--- src/mod_pkg.sv ---
package mod_pkg;

  // Widths that carry a meaning across the modulation path
  typedef logic [63:0] time_t;    // System time counter
  typedef logic [31:0] div_t;     // Frequency divisor and divider remainder
  typedef logic [63:0] quo_t;     // Divider dividend and quotient
  typedef logic [14:0] idx_t;     // Sample index into one segment
  typedef logic [7:0]  sample_t;  // Modulation sample
  typedef logic        seg_t;     // Segment select

  // One quotient bit is resolved per pipeline stage
  localparam int DIV_STAGES = $bits(quo_t);

  // Bit stages plus the input and output registers
  localparam int DIV_LATENCY = DIV_STAGES + 2;

  // Both dividers of a timer chain back to back
  localparam int UPDATE_LATENCY = 2 * DIV_LATENCY;

  localparam int MOD_BUF_DEPTH = 32768;  // Samples per segment

  // Counter that spans the flush of a full timer chain
  typedef logic [$clog2(UPDATE_LATENCY)-1:0] flush_cnt_t;

  typedef enum logic {
    IDLE,
    FLUSH
  } ctrl_state_t;

endpackage

--- src/mod_timer_if.sv ---
`timescale 1ns/10ps

// Settings handed from the control block to the timer
// They change only when an update is accepted and are then held
interface mod_timer_if
  import mod_pkg::*;
();

  div_t freq_div_0;  // Divisor of segment 0
  div_t freq_div_1;  // Divisor of segment 1

  // Cycle lengths arrive with the extra one already added
  div_t cycle_0;
  div_t cycle_1;

  modport ctrl (
    output freq_div_0,
    output freq_div_1,
    output cycle_0,
    output cycle_1
  );

  modport timer (
    input freq_div_0,
    input freq_div_1,
    input cycle_0,
    input cycle_1
  );

endinterface

--- src/modulation_ctrl.sv ---
`timescale 1ns/10ps

module modulation_ctrl
  import mod_pkg::*;
(
  input  logic       CLK,
  input  logic       rst_n,
  input  logic       update_req,
  input  seg_t       req_segment,
  input  div_t       freq_div_0,
  input  div_t       freq_div_1,
  input  idx_t       cycle_0,
  input  idx_t       cycle_1,
  output logic       busy,
  output logic       update_done,
  output seg_t       seg_active,
  mod_timer_if.ctrl  tmr
);

  ctrl_state_t state;
  flush_cnt_t  cnt;          // Cycles spent in FLUSH
  seg_t        seg_pending;  // Segment to switch to once the chain has flushed

  always_ff @(posedge CLK or negedge rst_n) begin
    if (!rst_n) begin
      state          <= IDLE;
      cnt            <= '0;
      seg_pending    <= '0;
      seg_active     <= '0;
      update_done    <= 1'b0;
      // Divide by one modulo one, so both indices sit at 0
      tmr.freq_div_0 <= div_t'(1);
      tmr.freq_div_1 <= div_t'(1);
      tmr.cycle_0    <= div_t'(1);
      tmr.cycle_1    <= div_t'(1);
    end else begin
      update_done <= 1'b0;  // Single cycle strobe
      case (state)
        IDLE: begin
          if (update_req) begin
            state          <= FLUSH;
            cnt            <= '0;
            seg_pending    <= req_segment;
            tmr.freq_div_0 <= freq_div_0;
            tmr.freq_div_1 <= freq_div_1;
            tmr.cycle_0    <= div_t'(cycle_0) + div_t'(1);
            tmr.cycle_1    <= div_t'(cycle_1) + div_t'(1);
          end
        end
        FLUSH: begin
          // Requests arriving here are dropped
          cnt <= cnt + flush_cnt_t'(1);
          if (cnt == flush_cnt_t'(UPDATE_LATENCY - 1)) begin
            state       <= IDLE;
            update_done <= 1'b1;
            seg_active  <= seg_pending;
          end
        end
        default: state <= IDLE;
      endcase
    end
  end

  assign busy = (state == FLUSH);

endmodule

--- src/flat_wrapper.sv ---
// flat-port wrapper written by rule: the top's interface ports become plain ports
module modulation_ctrl_flat import mod_pkg::*;
  (CLK, rst_n, update_req, req_segment, freq_div_0, freq_div_1, cycle_0, cycle_1, busy, update_done, seg_active, tmr_freq_div_0, tmr_freq_div_1, tmr_cycle_0, tmr_cycle_1);
  mod_timer_if tmr_i ();
  input  logic CLK;
  input  logic rst_n;
  input  logic update_req;
  input  seg_t req_segment;
  input  div_t freq_div_0;
  input  div_t freq_div_1;
  input  idx_t cycle_0;
  input  idx_t cycle_1;
  output logic busy;
  output logic update_done;
  output seg_t seg_active;
  output wire logic [$bits(tmr_i.freq_div_0)-1:0] tmr_freq_div_0;
  output wire logic [$bits(tmr_i.freq_div_1)-1:0] tmr_freq_div_1;
  output wire logic [$bits(tmr_i.cycle_0)-1:0] tmr_cycle_0;
  output wire logic [$bits(tmr_i.cycle_1)-1:0] tmr_cycle_1;
  assign tmr_freq_div_0 = tmr_i.freq_div_0;
  assign tmr_freq_div_1 = tmr_i.freq_div_1;
  assign tmr_cycle_0 = tmr_i.cycle_0;
  assign tmr_cycle_1 = tmr_i.cycle_1;
  modulation_ctrl u_core (.CLK(CLK), .rst_n(rst_n), .update_req(update_req), .req_segment(req_segment), .freq_div_0(freq_div_0), .freq_div_1(freq_div_1), .cycle_0(cycle_0), .cycle_1(cycle_1), .busy(busy), .update_done(update_done), .seg_active(seg_active), .tmr(tmr_i));
endmodule
--- config.mk ---
export PLATFORM = sky130hd
export DESIGN_NAME = modulation_ctrl_flat
export DESIGN_NICKNAME = d
export VERILOG_FILES = /design/src/mod_pkg.sv /design/src/mod_timer_if.sv /design/src/modulation_ctrl.sv /design/src/flat_wrapper.sv
export SDC_FILE = /design/constraint.sdc
export NUM_CORES = 1
export LEC_CHECK = 0
export ABC_AREA = 0
export BUFFER_PORTS_ARGS = -buffer_cell sky130_fd_sc_hd__buf_2
export CAP_MARGIN = 0
export CELL_PAD_IN_SITES_DETAIL_PLACEMENT = 1
export CELL_PAD_IN_SITES_GLOBAL_PLACEMENT = 1
export CORE_MARGIN = 5
export CORE_UTILIZATION = 33
export CTS_BUF_LIST = sky130_fd_sc_hd__clkbuf_16
export DETAILED_ROUTE_END_ITERATION = 16
export GPL_TIMING_DRIVEN = 0
export PLACE_DENSITY_LB_ADDON = 0.3
export SYNTH_ARGS = -nofsm -noshare
export SYNTH_HDL_FRONTEND = slang
export SYNTH_SLANG_ARGS = --single-unit
--- constraint.sdc ---
create_clock -name CLK -period 2.2 [get_ports CLK]
set_clock_uncertainty 0.05 [all_clocks]
set_input_delay 0.11 -clock CLK [delete_from_list [all_inputs] [get_ports CLK]]
set_output_delay 0.11 -clock CLK [all_outputs]
set_load 0.05 [all_outputs]
==> Yosys cells after proc, flatten, opt, wreduce, memory -nomap -nowiden <==
Cells that the tools add are included.
{ "totals": {"register_bits": 140, "elab_cells": 24} }
{ "op_classes": {"n_addsub": 3, "eq_ne": 2, "muxes": 7, "bitwise": 1, "n_reduce_logical": 2} }
{ "op_table": {"columns": ["operator", "count"], "rows": [
  ["adder 15 x 1 -> 16 bit, second input constant", 2],
  ["one-hot mux 8 bit (2 select lines)", 1],
  ["adder 8 x 1 -> 8 bit, second input constant", 1],
  ["== test 8 bit, second input constant", 1],
  ["2-to-1 mux 8 bit", 1],
  ["2-to-1 mux 1 bit", 4],
  ["AND reduction 2 bit", 2],
  ["inequality test 2 bit, second input constant", 1],
  ["one-hot mux 1 bit (2 select lines)", 1],
  ["inverter 1 bit", 1]
]} }

==> Depth between registers and ports, before layout <==
Gate-level depths: netlist of the first run.
{ "logic_depth": {"depth_word": 3, "depth_mapped": 6} }

==> Worst setup path after synthesis of the first run <==
OpenSTA, ideal clock, no wires.
{ "synth_timing": {"path_type": "register to register", "startpoint": "reg u_core.state, in the netlist u_core.busy", "endpoint": "reg u_core.tmr.freq_div_0[11]", "setup_time_ns": 0.066, "arrival_time_ns": 1.524, "required_time_ns": 2.084, "path_slack_ns": 0.559, "stages_incl_launch_ff": 6, "n_path_buf": 2, "period_less_slack_ns": 1.641, "cell_sequence": "dfrtp_1 > nand2b_1 > clkbuf_1 > clkbuf_1 > nand2_1 > nand2_1"} }
{ "synth_between": {"elab_chain_cells": 2} }
{ "synth_rtl": {"columns": ["item", "line", "rtl"], "rows": [
  ["start: declaration", "modulation_ctrl.sv:20", "ctrl_state_t state;"],
  ["start signal: assignment", "modulation_ctrl.sv:26", "state <= IDLE;"],
  ["start signal: assignment", "modulation_ctrl.sv:41", "state <= FLUSH;"],
  ["start signal: assignment", "modulation_ctrl.sv:54", "state <= IDLE;"],
  ["inverter 1 bit (no source line)", null, null],
  ["AND reduction 2 bit (no source line)", null, null],
  ["end: declaration", "mod_timer_if.sv:17", "output freq_div_0,"]
]} }
No other way between the ends.
A chain may end at the register's enable or synchronous reset.

==> Worst setup path after layout of the first run <==
{ "layout_timing": {"startpoint": "reg u_core.state, in the netlist u_core.busy", "endpoint": "reg u_core.tmr.freq_div_1[1]"} }
{ "layout_between": {"elab_chain_cells": 2} }
{ "layout_rtl": {"columns": ["item", "line", "rtl"], "rows": [
  ["inverter 1 bit (no source line)", null, null],
  ["AND reduction 2 bit (no source line)", null, null],
  ["end: declaration", "mod_timer_if.sv:18", "output freq_div_1,"]
]} }
No other way between the ends.

==> results of run 1 <==
[power breakdown]
part / total, mW / internal [mW] / switching, mW
sequential: 3.44 / 2.88 / 0.561
combinational: 5.21 / 1.14 / 4.07
clock: 1.57 / 0.861 / 0.710
total: 10.2 / 4.88 / 5.34
[logic make-up (layout without fill, tap and decap cells)]
family,Yosys count,count (layout),share of synthesized area [%]
simple gates,298,298,26.1
xor+xnor,26,26,4.68
flops,108,108,55.6
fa+ha+maj,4,4,1.03
other cells,1,32,0.0770
compound gates,37,37,3.91
mux,5,5,1.05
buf+inv,62,345,7.53
[critical path, stage by stage (launching register included)]
cell and delay [ns]:
dfrtp_1 0.42, nand2b_1 0.23, clkbuf_1 0.54, clkbuf_1 0.55
nand2_1 0.12, nand2_1 0.08
[stage by stage]
stage,TNS (ns),instance area [um2]
2_1_floorplan,0,4980
3_3_place_gp,-26.39,6190
5_1_grt,0,7200
3_5_place_dp,0,6220
4_1_cts,0,7200
6_report,0,7200
[worst max-delay path by stage]
stage,start,slack [ns],end
2_1_floorplan,u_core.busy$_DFF_PN0_,0.56,u_core.tmr.freq_div_0[11]$_DFFE_PN0P_
3_3_place_gp,rst_n,-0.26,u_core.tmr.cycle_0[8]$_DFFE_PN0P_
5_1_grt,u_core.busy$_DFF_PN0_,0.004,u_core.tmr.freq_div_0[30]$_DFFE_PN0P_
4_1_cts,u_core.busy$_DFF_PN0_,0.11,u_core.tmr.freq_div_0[30]$_DFFE_PN0P_
3_5_place_dp,u_core.busy$_DFF_PN0_,0.13,u_core.tmr.freq_div_1[0]$_DFFE_PN1P_
6_report,u_core.busy$_DFF_PN0_,0.13,u_core.tmr.freq_div_1[1]$_DFFE_PN0P_
[state kept, by name, summed over array words and instances (netlist names)]
| signal | flops |
|---|---|
| u_core.tmr.cycle_1 | 16 |
| u_core.tmr.freq_div_1 | 32 |
| u_core.seg_active | 1 |
| u_core.update_done | 1 |
| u_core.cnt | 8 |
| u_core.tmr.freq_div_0 | 32 |
| u_core.tmr.cycle_0 | 16 |
| u_core.busy | 1 |
| u_core.seg_pending | 1 |
[timing repair]
item                                    CTS  global route
endpoints found under the setup margin    0             0
endpoints found under the hold margin   118             0
hold buffers                             70             0
setup buffers                             0             0
[cell type report]
| class | instances | area (um2) | share of cell area (%) |
|---|---|---|---|
| Buffer | 55 | 340 | 4.72 |
| Multi-Input combinational cell | 402 | 1910 | 26.5 |
| Sequential cell | 108 | 2710 | 37.6 |
| Timing Repair Buffer | 267 | 1710 | 23.8 |
| Clock inverter | 7 | 52.6 | 0.730 |
| Inverter | 7 | 26.3 | 0.365 |
| Tap cell | 184 | 230 | 3.20 |
| Clock buffer | 9 | 225 | 3.13 |
[cells in the final DEF (no fill, tap or decap), types with 6 or more instances in the layout]
master	n
nand2_1	244
buf_2	206
dfrtp_1	104
dlygate4sd3_1	70
buf_4	33
conb_1	32
o21ai_0	24
xnor2_1	23
clkbuf_1	12
inv_1	11
nor2_1	10
nand3_1	10
clkbuf_16	9
nand4_1	7
o21ai_1	7
nor3_1	6
[per-layer routing]
layer  routed length [um]  global-route usage (%)
met1                 7470                    26.3
met2                 8560                    33.9
met3                  892                    4.20
met4                  361                    7.31
met5                    0                       0
==> flow_metrics.env, run 1 <==
export IMPL_synthArstFlopShare_pct=100
export IMPL_rsz0062_at_grt="no"
export IMPL_grt_max_degree=56
export IMPL_ys_flop_type="dfrtp_1"
export IMPL_fin_cells=1039
export IMPL_reg2reg_from="u_core.busy$_DFF_PN0_"
export IMPL_core_area_mm2=0.0145
export IMPL_grt_pass1_wl_um=28900
export IMPL_cts_root_buf="clkbuf_16"
export IMPL_row_count=44
export IMPL_drc=0
export IMPL_port_buffers=196
export IMPL_area_growth_pct=48.0
export IMPL_hpwl_um=12000
export IMPL_period_minus_slack_ns=2.07
export IMPL_antenna_left=0
export IMPL_htreeDepth=3
export IMPL_clkLatencyLatePin_ns=0.35
export IMPL_synth_most_common_cell="nand2_1"
export IMPL_maxSlewHeadroom_pct=51.9
export IMPL_p_per_area_mw_per_mm2=1420
export IMPL_irDropWorstVdd_mv=0.973
export IMPL_ys_types=33
export IMPL_die_y_um=131
export IMPL_fin_crit_sh_pct=94.1
export IMPL_fin_ws_ns=0.131
export IMPL_whs_endpoint="u_core.tmr.cycle_0[14]$_DFFE_PN0P_"
export IMPL_critical_path_class="flop to flop"
export IMPL_nNetsFinal=952
export IMPL_pre_cts_ws_ns=0.130
export IMPL_die_area_mm2=0.0173
export IMPL_gp_congestion=0.839
export IMPL_fill_cells=1748
export IMPL_drt_iter0_markers=174
export IMPL_wirelength_um=17300
export IMPL_synth_cells=541
export IMPL_maxCapViolations=0
export IMPL_grt_pass1_vias=5316
export IMPL_ys_ff_latch=108
export IMPL_cp_data_required_time_ns=2.43
export IMPL_cts_sinks=108
export IMPL_drv_slew=0
export IMPL_fp_dieW_um=131
export IMPL_track_usage_pct=20.3
export IMPL_antenna_found_initial=0
export IMPL_min_path_type="primary input to flop"
export IMPL_synth_top_area_share_pct=53.5
export IMPL_cts_tree="done"
export IMPL_clkTransAtPathRegs_ns=0.07
export IMPL_status="complete, no violations"
export IMPL_clockBufferDepth=2
export IMPL_diodes=0
export IMPL_r2r_setup_slack_ns=0.13
export IMPL_grt_overflow_total=0
export IMPL_start_util_pct=33.6
export IMPL_min_path_cells=3
export IMPL_firstDrtPassIters=4
export IMPL_yosys_warnings=0
export IMPL_critPathCaptureType="flop"
export IMPL_synth_area_mm2=0.00487
export IMPL_fin_util_pct=49.7
export IMPL_cts_buffers=9
export IMPL_cts_resized=0
export IMPL_start_kind="flop"
export IMPL_avgSynthCellArea_um2=9.00
export IMPL_seq_area_frac_synth_pct=55.6
export IMPL_leakagePower_nw=3.91
export IMPL_routedWlPerCell_um=16.6
export IMPL_synth_common_cells="nand2_1, dfrtp_1, buf_4"
export IMPL_fmax_ghz=0.483
export IMPL_placed_cells=953
export IMPL_worstMarginPinSlew_ns=0.722
export IMPL_drive_gt1_share_pct=30.9
export IMPL_setup_viol=0
export IMPL_hold_slack_ns=0.0218
export IMPL_cp_data_arrival_time_ns=2.30
export IMPL_total_power_mw=10.2
export IMPL_critPathMaxFanout=10
export IMPL_vias=4776
export IMPL_synth_area_leaders="dfrtp_1, nand2_1, buf_4"
export IMPL_min_delay_start="cycle_0[14]"
export IMPL_hold_viol=0
export IMPL_via_per_inst=4.60
export IMPL_r2r_end="u_core.tmr.freq_div_1[1]$_DFFE_PN0P_"
export IMPL_synth_edf_count=0
export IMPL_synth_top_area_cell="dfrtp_1"
export IMPL_ios=229
export IMPL_reg2reg_depth=5
No activity file was read; power rests on OpenSTA's default activity.
==> inputs of run 2 (changes only) <==
--- a/config.mk
+++ b/config.mk
@@ -16,6 +16,7 @@
 export DETAILED_ROUTE_END_ITERATION = 16
 export GPL_TIMING_DRIVEN = 0
 export PLACE_DENSITY_LB_ADDON = 0.3
+export REMOVE_ABC_BUFFERS = 1
 export SYNTH_ARGS = -nofsm -noshare
 export SYNTH_HDL_FRONTEND = slang
 export SYNTH_SLANG_ARGS = --single-unit
==> run 2 against run 1 <==
  * Power down 1.2%
  * Final cell count shrank 4.6%
  * Clock-buffer cell count unchanged
  * Sequential power down 2%
  * Critical endpoint is now u_core.cnt[6]$_DFFE_PN0P_
  * Critical path depth is 1 lower
  * Core utilization decreased by 1.7 points
  * Wire length decreased by 11%
  * Sequential share of layout area increased by 1.3 points
  * Critical path type unchanged
  * Via count fell by 5.2%
==> flow_metrics.env, run 2 (synthesized netlist as in run 1, its figures left out) <==
export IMPL_wl_met2_um=8020
export IMPL_p_switching_mw=5.25
export IMPL_critical_path_class="flop to flop"
export IMPL_cp_data_required_time_ns=2.39
export IMPL_reg2reg_from="u_core.busy$_DFF_PN0_"
export IMPL_period_minus_slack_ns=1.92
export IMPL_cp_data_arrival_time_ns=2.11
export IMPL_leakagePower_nw=3.73
export IMPL_clockBufferDepth=2
export IMPL_fmax_ghz=0.521
export IMPL_maxCapViolations=0
export IMPL_rsz0062_at_grt="no"
export IMPL_grt_pass1_wl_um=25100
export IMPL_setup_viol=0
export IMPL_die_area_mm2=0.0173
export IMPL_clkPwrFrac_pct=15.9
export IMPL_start_kind="flop"
export IMPL_critPathCaptureType="flop"
export IMPL_p_per_area_mw_per_mm2=1450
export IMPL_p_int_mw=4.85
export IMPL_post_cts_buffers=0
export IMPL_port_buffers=196
export IMPL_hold_slack_ns=0.0241
export IMPL_vias=4529
export IMPL_antenna_left=0
export IMPL_cts_buffers=9
export IMPL_firstDrtPassIters=6
export IMPL_comb_power_share_pct=50.7
export IMPL_cts_tree="done"
export IMPL_ios=229
export IMPL_grt_overflow_total=0
export IMPL_placed_cells=900
export IMPL_critical_path_startpoint="u_core.busy$_DFF_PN0_"
export IMPL_fin_cells=991
export IMPL_fp_dieW_um=131
export IMPL_via_per_inst=4.57
export IMPL_drive_gt1_share_pct=28.6
export IMPL_gp_congestion=0.802
export IMPL_wl_met1_um=6020
export IMPL_drt_iter0_markers=135
export IMPL_area_growth_pct=43.0
export IMPL_hpwl_um=10200
export IMPL_worstMarginPinSlew_ns=0.753
export IMPL_irDropWorstVdd_mv=0.736
export IMPL_drc=0
export IMPL_r2r_end="u_core.cnt[6]$_DFFE_PN0P_"
export IMPL_critPathMaxFanout=68
export IMPL_p_seq_share_pct=33.5
export IMPL_top_regs="u_core.tmr.freq_div_0 (32), u_core.tmr.freq_div_1 (32)"
export IMPL_routedWlPerCell_um=15.5
export IMPL_antenna_found_initial=3
export IMPL_status="complete, no violations"
export IMPL_start_util_pct=33.6
export IMPL_clkTransAtPathRegs_ns=0.07
export IMPL_drv_slew=0
export IMPL_nNetsFinal=901
export IMPL_fin_crit_sh_pct=87.3
export IMPL_total_power_mw=10.1
export IMPL_htreeDepth=3
export IMPL_clkLatencyLatePin_ns=0.35
export IMPL_final_common_cell="nand2_1"
export IMPL_min_path_type="primary input to flop"
export IMPL_fin_util_pct=48.1
export IMPL_core_area_mm2=0.0145
export IMPL_swShare_pct=52.0
export IMPL_track_usage_pct=17.4
export IMPL_critPathCapture="u_core.cnt[6]$_DFFE_PN0P_"
export IMPL_reg2reg_depth=4
export IMPL_maxSlewHeadroom_pct=49.8
export IMPL_r2r_setup_slack_ns=0.28
export IMPL_dr_wl_met3_um=1030
export IMPL_cts_root_buf="clkbuf_16"
export IMPL_row_count=44
export IMPL_grt_pass1_vias=4985
export IMPL_grt_max_degree=69
export IMPL_final_cell_mix="nand2_1, buf_2, dfrtp_1"
export IMPL_hold_viol=0
export IMPL_routed_top_layer="met4"
export IMPL_cts_sinks=108
export IMPL_wirelength_um=15400
export IMPL_die_y_um=131
-- run 2: power groups by stage --
stage | Sequential (mW) | Combinational, mW | Clock (mW)
after CTS | 3.39 | 5.14 | 1.66
after global routing | 3.50 | 5.41 | 1.76
after global placement | 3.36 | 4.92 | 0
after detailed placement | 3.42 | 5.03 | 0
after floorplan | 6.14 | 0.922 | 0
final | 3.38 | 5.12 | 1.60
-- run 2: metrics by stage --
| stage | setup slack, ns | cell area [um2] | TNS (ns) |
|---|---|---|---|
| 2_1_floorplan | -1.44 | 4640 | -129.56 |
| 3_3_place_gp | -2.61 | 5850 | -277.03 |
| 3_5_place_dp | 0.127 | 5950 | 0 |
| 4_1_cts | 0.112 | 6940 | 0 |
| 5_1_grt | 0.131 | 6960 | 0 |
| 6_report | 0.280 | 6960 | 0 |
-- run 2: worst min path at each step --
stage,from,endpoint,depth (start not counted)
floorplan,rst_n,u_core.busy$_DFF_PN0_,0
global placement,freq_div_0[19],u_core.tmr.freq_div_0[19]$_DFFE_PN0P_,3
detailed placement,rst_n,u_core.update_done$_DFF_PN0_,1
CTS,cycle_0[11],u_core.tmr.cycle_0[11]$_DFFE_PN0P_,3
global route,cycle_0[11],u_core.tmr.cycle_0[11]$_DFFE_PN0P_,3
finish,cycle_0[13],u_core.tmr.cycle_0[13]$_DFFE_PN0P_,3
-- run 2: final cells by class --
type	count	area [um2]
tap	184	230
antenna	3	7.51
inverter	7	26.3
clock buffer	9	225
clock inverter	7	60.1
timing repair buffer	270	1770
fill	1771	7520
sequential	108	2710
multi-input combinational	403	1930
-- run 2: what timing repair did --
item / 4_1_cts / 5_1_grt
hold buffers: 71 / 0
gates resized for setup: 0 / 0
setup endpoints to repair: 0 / 1
endpoints found under the hold margin: 122 / 0
-- run 2: per-layer routing --
metal  track usage [%]  up-vias
li1                  -     2170
met5                 0        -
met3              5.93       23
met4              5.71        0
met2              30.3      146
met1              20.0     2190
-- run 2: worst max-delay path: stages (launching register included) --
cell      delay, ns
dfrtp_1        0.69
nand2b_4       0.51
buf_16         0.30
o211ai_1       0.14
o31ai_1        0.10
==> inputs of run 3 (changes only) <==
==> constraint.sdc (replaced) <==
create_clock -name CLK -period 1.8 [get_ports CLK]
set_clock_uncertainty 0.05 [all_clocks]
set_input_delay 0.09 -clock CLK [delete_from_list [all_inputs] [get_ports CLK]]
set_output_delay 0.09 -clock CLK [all_outputs]
set_load 0.05 [all_outputs]
==> run 3 against run 2 <==
  * Worst setup slack worse by 0.15 ns
  * Sequential power is 22% higher
  * Clock power grew 22%
  * Critical path depth stayed put
  * Wire length up 1.8%
  * Largest power group unchanged
==> flow_metrics.env, run 3 (synthesized netlist as in run 1, its figures left out) <==
export IMPL_status="complete, no violations"
export IMPL_grt_pass1_vias=5023
export IMPL_min_path_type="primary input to flop"
export IMPL_critical_path_class="flop to flop"
export IMPL_hold_slack_ns=0.0199
export IMPL_grt_pass1_wl_um=25800
export IMPL_critPathMaxFanout=68
export IMPL_maxSlewHeadroom_pct=49.6
export IMPL_grt_max_degree=69
export IMPL_crit_buf_inv=1
export IMPL_tns_ns=0
export IMPL_grt_overflow_total=0
export IMPL_r2r_end="u_core.cnt[6]$_DFFE_PN0P_"
export IMPL_fmax_ghz=0.600
export IMPL_placed_cells=900
export IMPL_min_delay_start="cycle_0[10]"
export IMPL_rsz0062_at_grt="no"
export IMPL_fin_util_pct=48.4
export IMPL_cts_root_buf="clkbuf_16"
export IMPL_top_regs="u_core.tmr.freq_div_0 (32), u_core.tmr.freq_div_1 (32)"
export IMPL_routedWlPerCell_um=15.8
export IMPL_crit_slowest_cell="dfrtp_2"
export IMPL_clkLatencyLatePin_ns=0.35
export IMPL_hpwl_um=10200
export IMPL_port_buffers=196
export IMPL_ios=229
export IMPL_htreeDepth=3
export IMPL_cp_data_required_time_ns=1.99
export IMPL_critPathMaxStageDelay_ns=0.61
export IMPL_comb_power_share_pct=50.7
export IMPL_maxCapViolations=0
export IMPL_reg2reg_from="u_core.busy$_DFF_PN0_"
export IMPL_whs_endpoint="u_core.tmr.cycle_0[10]$_DFFE_PN0P_"
export IMPL_drc=0
export IMPL_cts_tree="done"
export IMPL_final_cell_mix="nand2_1, buf_2, dfrtp_1"
export IMPL_via_per_inst=4.57
export IMPL_setup_viol=0
export IMPL_reg2reg_depth=4
export IMPL_die_area_mm2=0.0173
export IMPL_period_minus_slack_ns=1.67
export IMPL_final_common_cell="nand2_1"
export IMPL_vias=4544
export IMPL_r2r_setup_slack_ns=0.13
export IMPL_hold_viol=0
export IMPL_drv_slew=0
export IMPL_irDropWorstVdd_mv=0.915
export IMPL_p_switching_mw=6.41
export IMPL_fin_cells=995
export IMPL_swShare_pct=52.0
export IMPL_core_area_mm2=0.0145
export IMPL_drive_gt1_share_pct=28.8
export IMPL_critPathCaptureType="flop"
export IMPL_cts_sinks=108
export IMPL_min_path_cells=3
export IMPL_gp_congestion=0.802
export IMPL_fin_crit_sh_pct=92.6
export IMPL_antenna_found_initial=2
export IMPL_area_growth_pct=43.9
export IMPL_cts_buffers=9
export IMPL_worstMarginPinSlew_ns=0.756
export IMPL_drt_iter0_markers=129
export IMPL_p_int_mw=5.93
export IMPL_crit_family="flip-flops"
export IMPL_wirelength_um=15700
export IMPL_nNetsFinal=906
export IMPL_track_usage_pct=18.1
export IMPL_p_per_area_mw_per_mm2=1760
export IMPL_leakagePower_nw=3.74
export IMPL_start_kind="flop"
export IMPL_p_seq_share_pct=33.5
export IMPL_start_util_pct=33.6
export IMPL_fp_dieW_um=131
export IMPL_antenna_left=0
export IMPL_clockBufferDepth=2
export IMPL_post_cts_buffers=0
export IMPL_cp_data_arrival_time_ns=1.85
export IMPL_clkPwrFrac_pct=15.8
export IMPL_clkTransAtPathRegs_ns=0.07
export IMPL_fill_cells=1775
export IMPL_path_cells="nand2b_4, buf_16, o211ai_1, o31ai_1"
export IMPL_die_y_um=131
export IMPL_row_count=44
export IMPL_firstDrtPassIters=4
## run 3: routing by layer
layer | track usage [%] | vias to the layer above | routed length [um] | part of all wire, %
met2 | 32.1 | 139 | 8120 | 52
met4 | 4.91 | 0 | 269 | 1.7
li1 | - | 2185 | - | -
met1 | 21.0 | 2201 | 6250 | 40
met5 | 0 | - | 0 | 0
met3 | 5.93 | 19 | 1050 | 6.7
## run 3: worst max-delay path by stage
stage                               start  slack [ns]                                    end  cells after the start
finish              u_core.busy$_DFF_PN0_        0.13              u_core.cnt[6]$_DFFE_PN0P_                      4
global route        u_core.busy$_DFF_PN0_        0.04  u_core.tmr.freq_div_1[18]$_DFFE_PN0P_                      3
CTS                 u_core.busy$_DFF_PN0_        0.11              u_core.cnt[6]$_DFFE_PN0P_                      4
detailed placement  u_core.busy$_DFF_PN0_       -0.27              u_core.cnt[6]$_DFFE_PN0P_                      4
global placement    u_core.busy$_DFF_PN0_       -3.01     u_core.tmr.cycle_0[15]$_DFFE_PN0P_                      3
floorplan           u_core.busy$_DFF_PN0_       -1.84      u_core.tmr.cycle_0[2]$_DFFE_PN0P_                      2
## run 3: stage by stage
| stage | instance area [um2] | setup WS [ns] | power [mW] |
|---|---|---|---|
| after floorplan | 4640 | -1.84 | 8.63 |
| after global placement | 5850 | -3.01 | 10.1 |
| after detailed placement | 5950 | -0.273 | 10.3 |
| after CTS | 7000 | 0.108 | 12.5 |
| after global routing | 7010 | 0.0416 | 13.0 |
| final | 7010 | 0.133 | 12.3 |
## run 3: what timing repair did
item                                    4_1_cts  5_1_grt
hold buffers                                 74        0
endpoints found under the hold margin       126        0
endpoints found under the setup margin       86        0
gates resized for setup                       1        0
## run 3: area by class of cell
cell class	count	area (um2)	share of cell area [%]
flip-flops and latches	108	2710	38.7
repair buffers	273	1800	25.7
clock buffers	9	225	3.21
well taps	184	230	3.29
clock inverters	7	60.1	0.857
diodes	2	5.00	0.0714
inverters	7	26.3	0.375
multi-input cells	405	1950	27.8
## run 3: power by group through the flow
stage	combinational, mW	sequential [mW]	clock [mW]
6_report	6.26	4.13	1.95
5_1_grt	6.62	4.28	2.15
4_1_cts	6.30	4.14	2.03
3_5_place_dp	6.15	4.17	0
3_3_place_gp	6.01	4.11	0
2_1_floorplan	1.13	7.51	0
## run 3: worst reg2reg max path: stages, from the launching register on
cell and delay (ns):
dfrtp_2 0.61, nand2b_4 0.35, buf_16 0.28, o211ai_1 0.17, o31ai_1 0.10
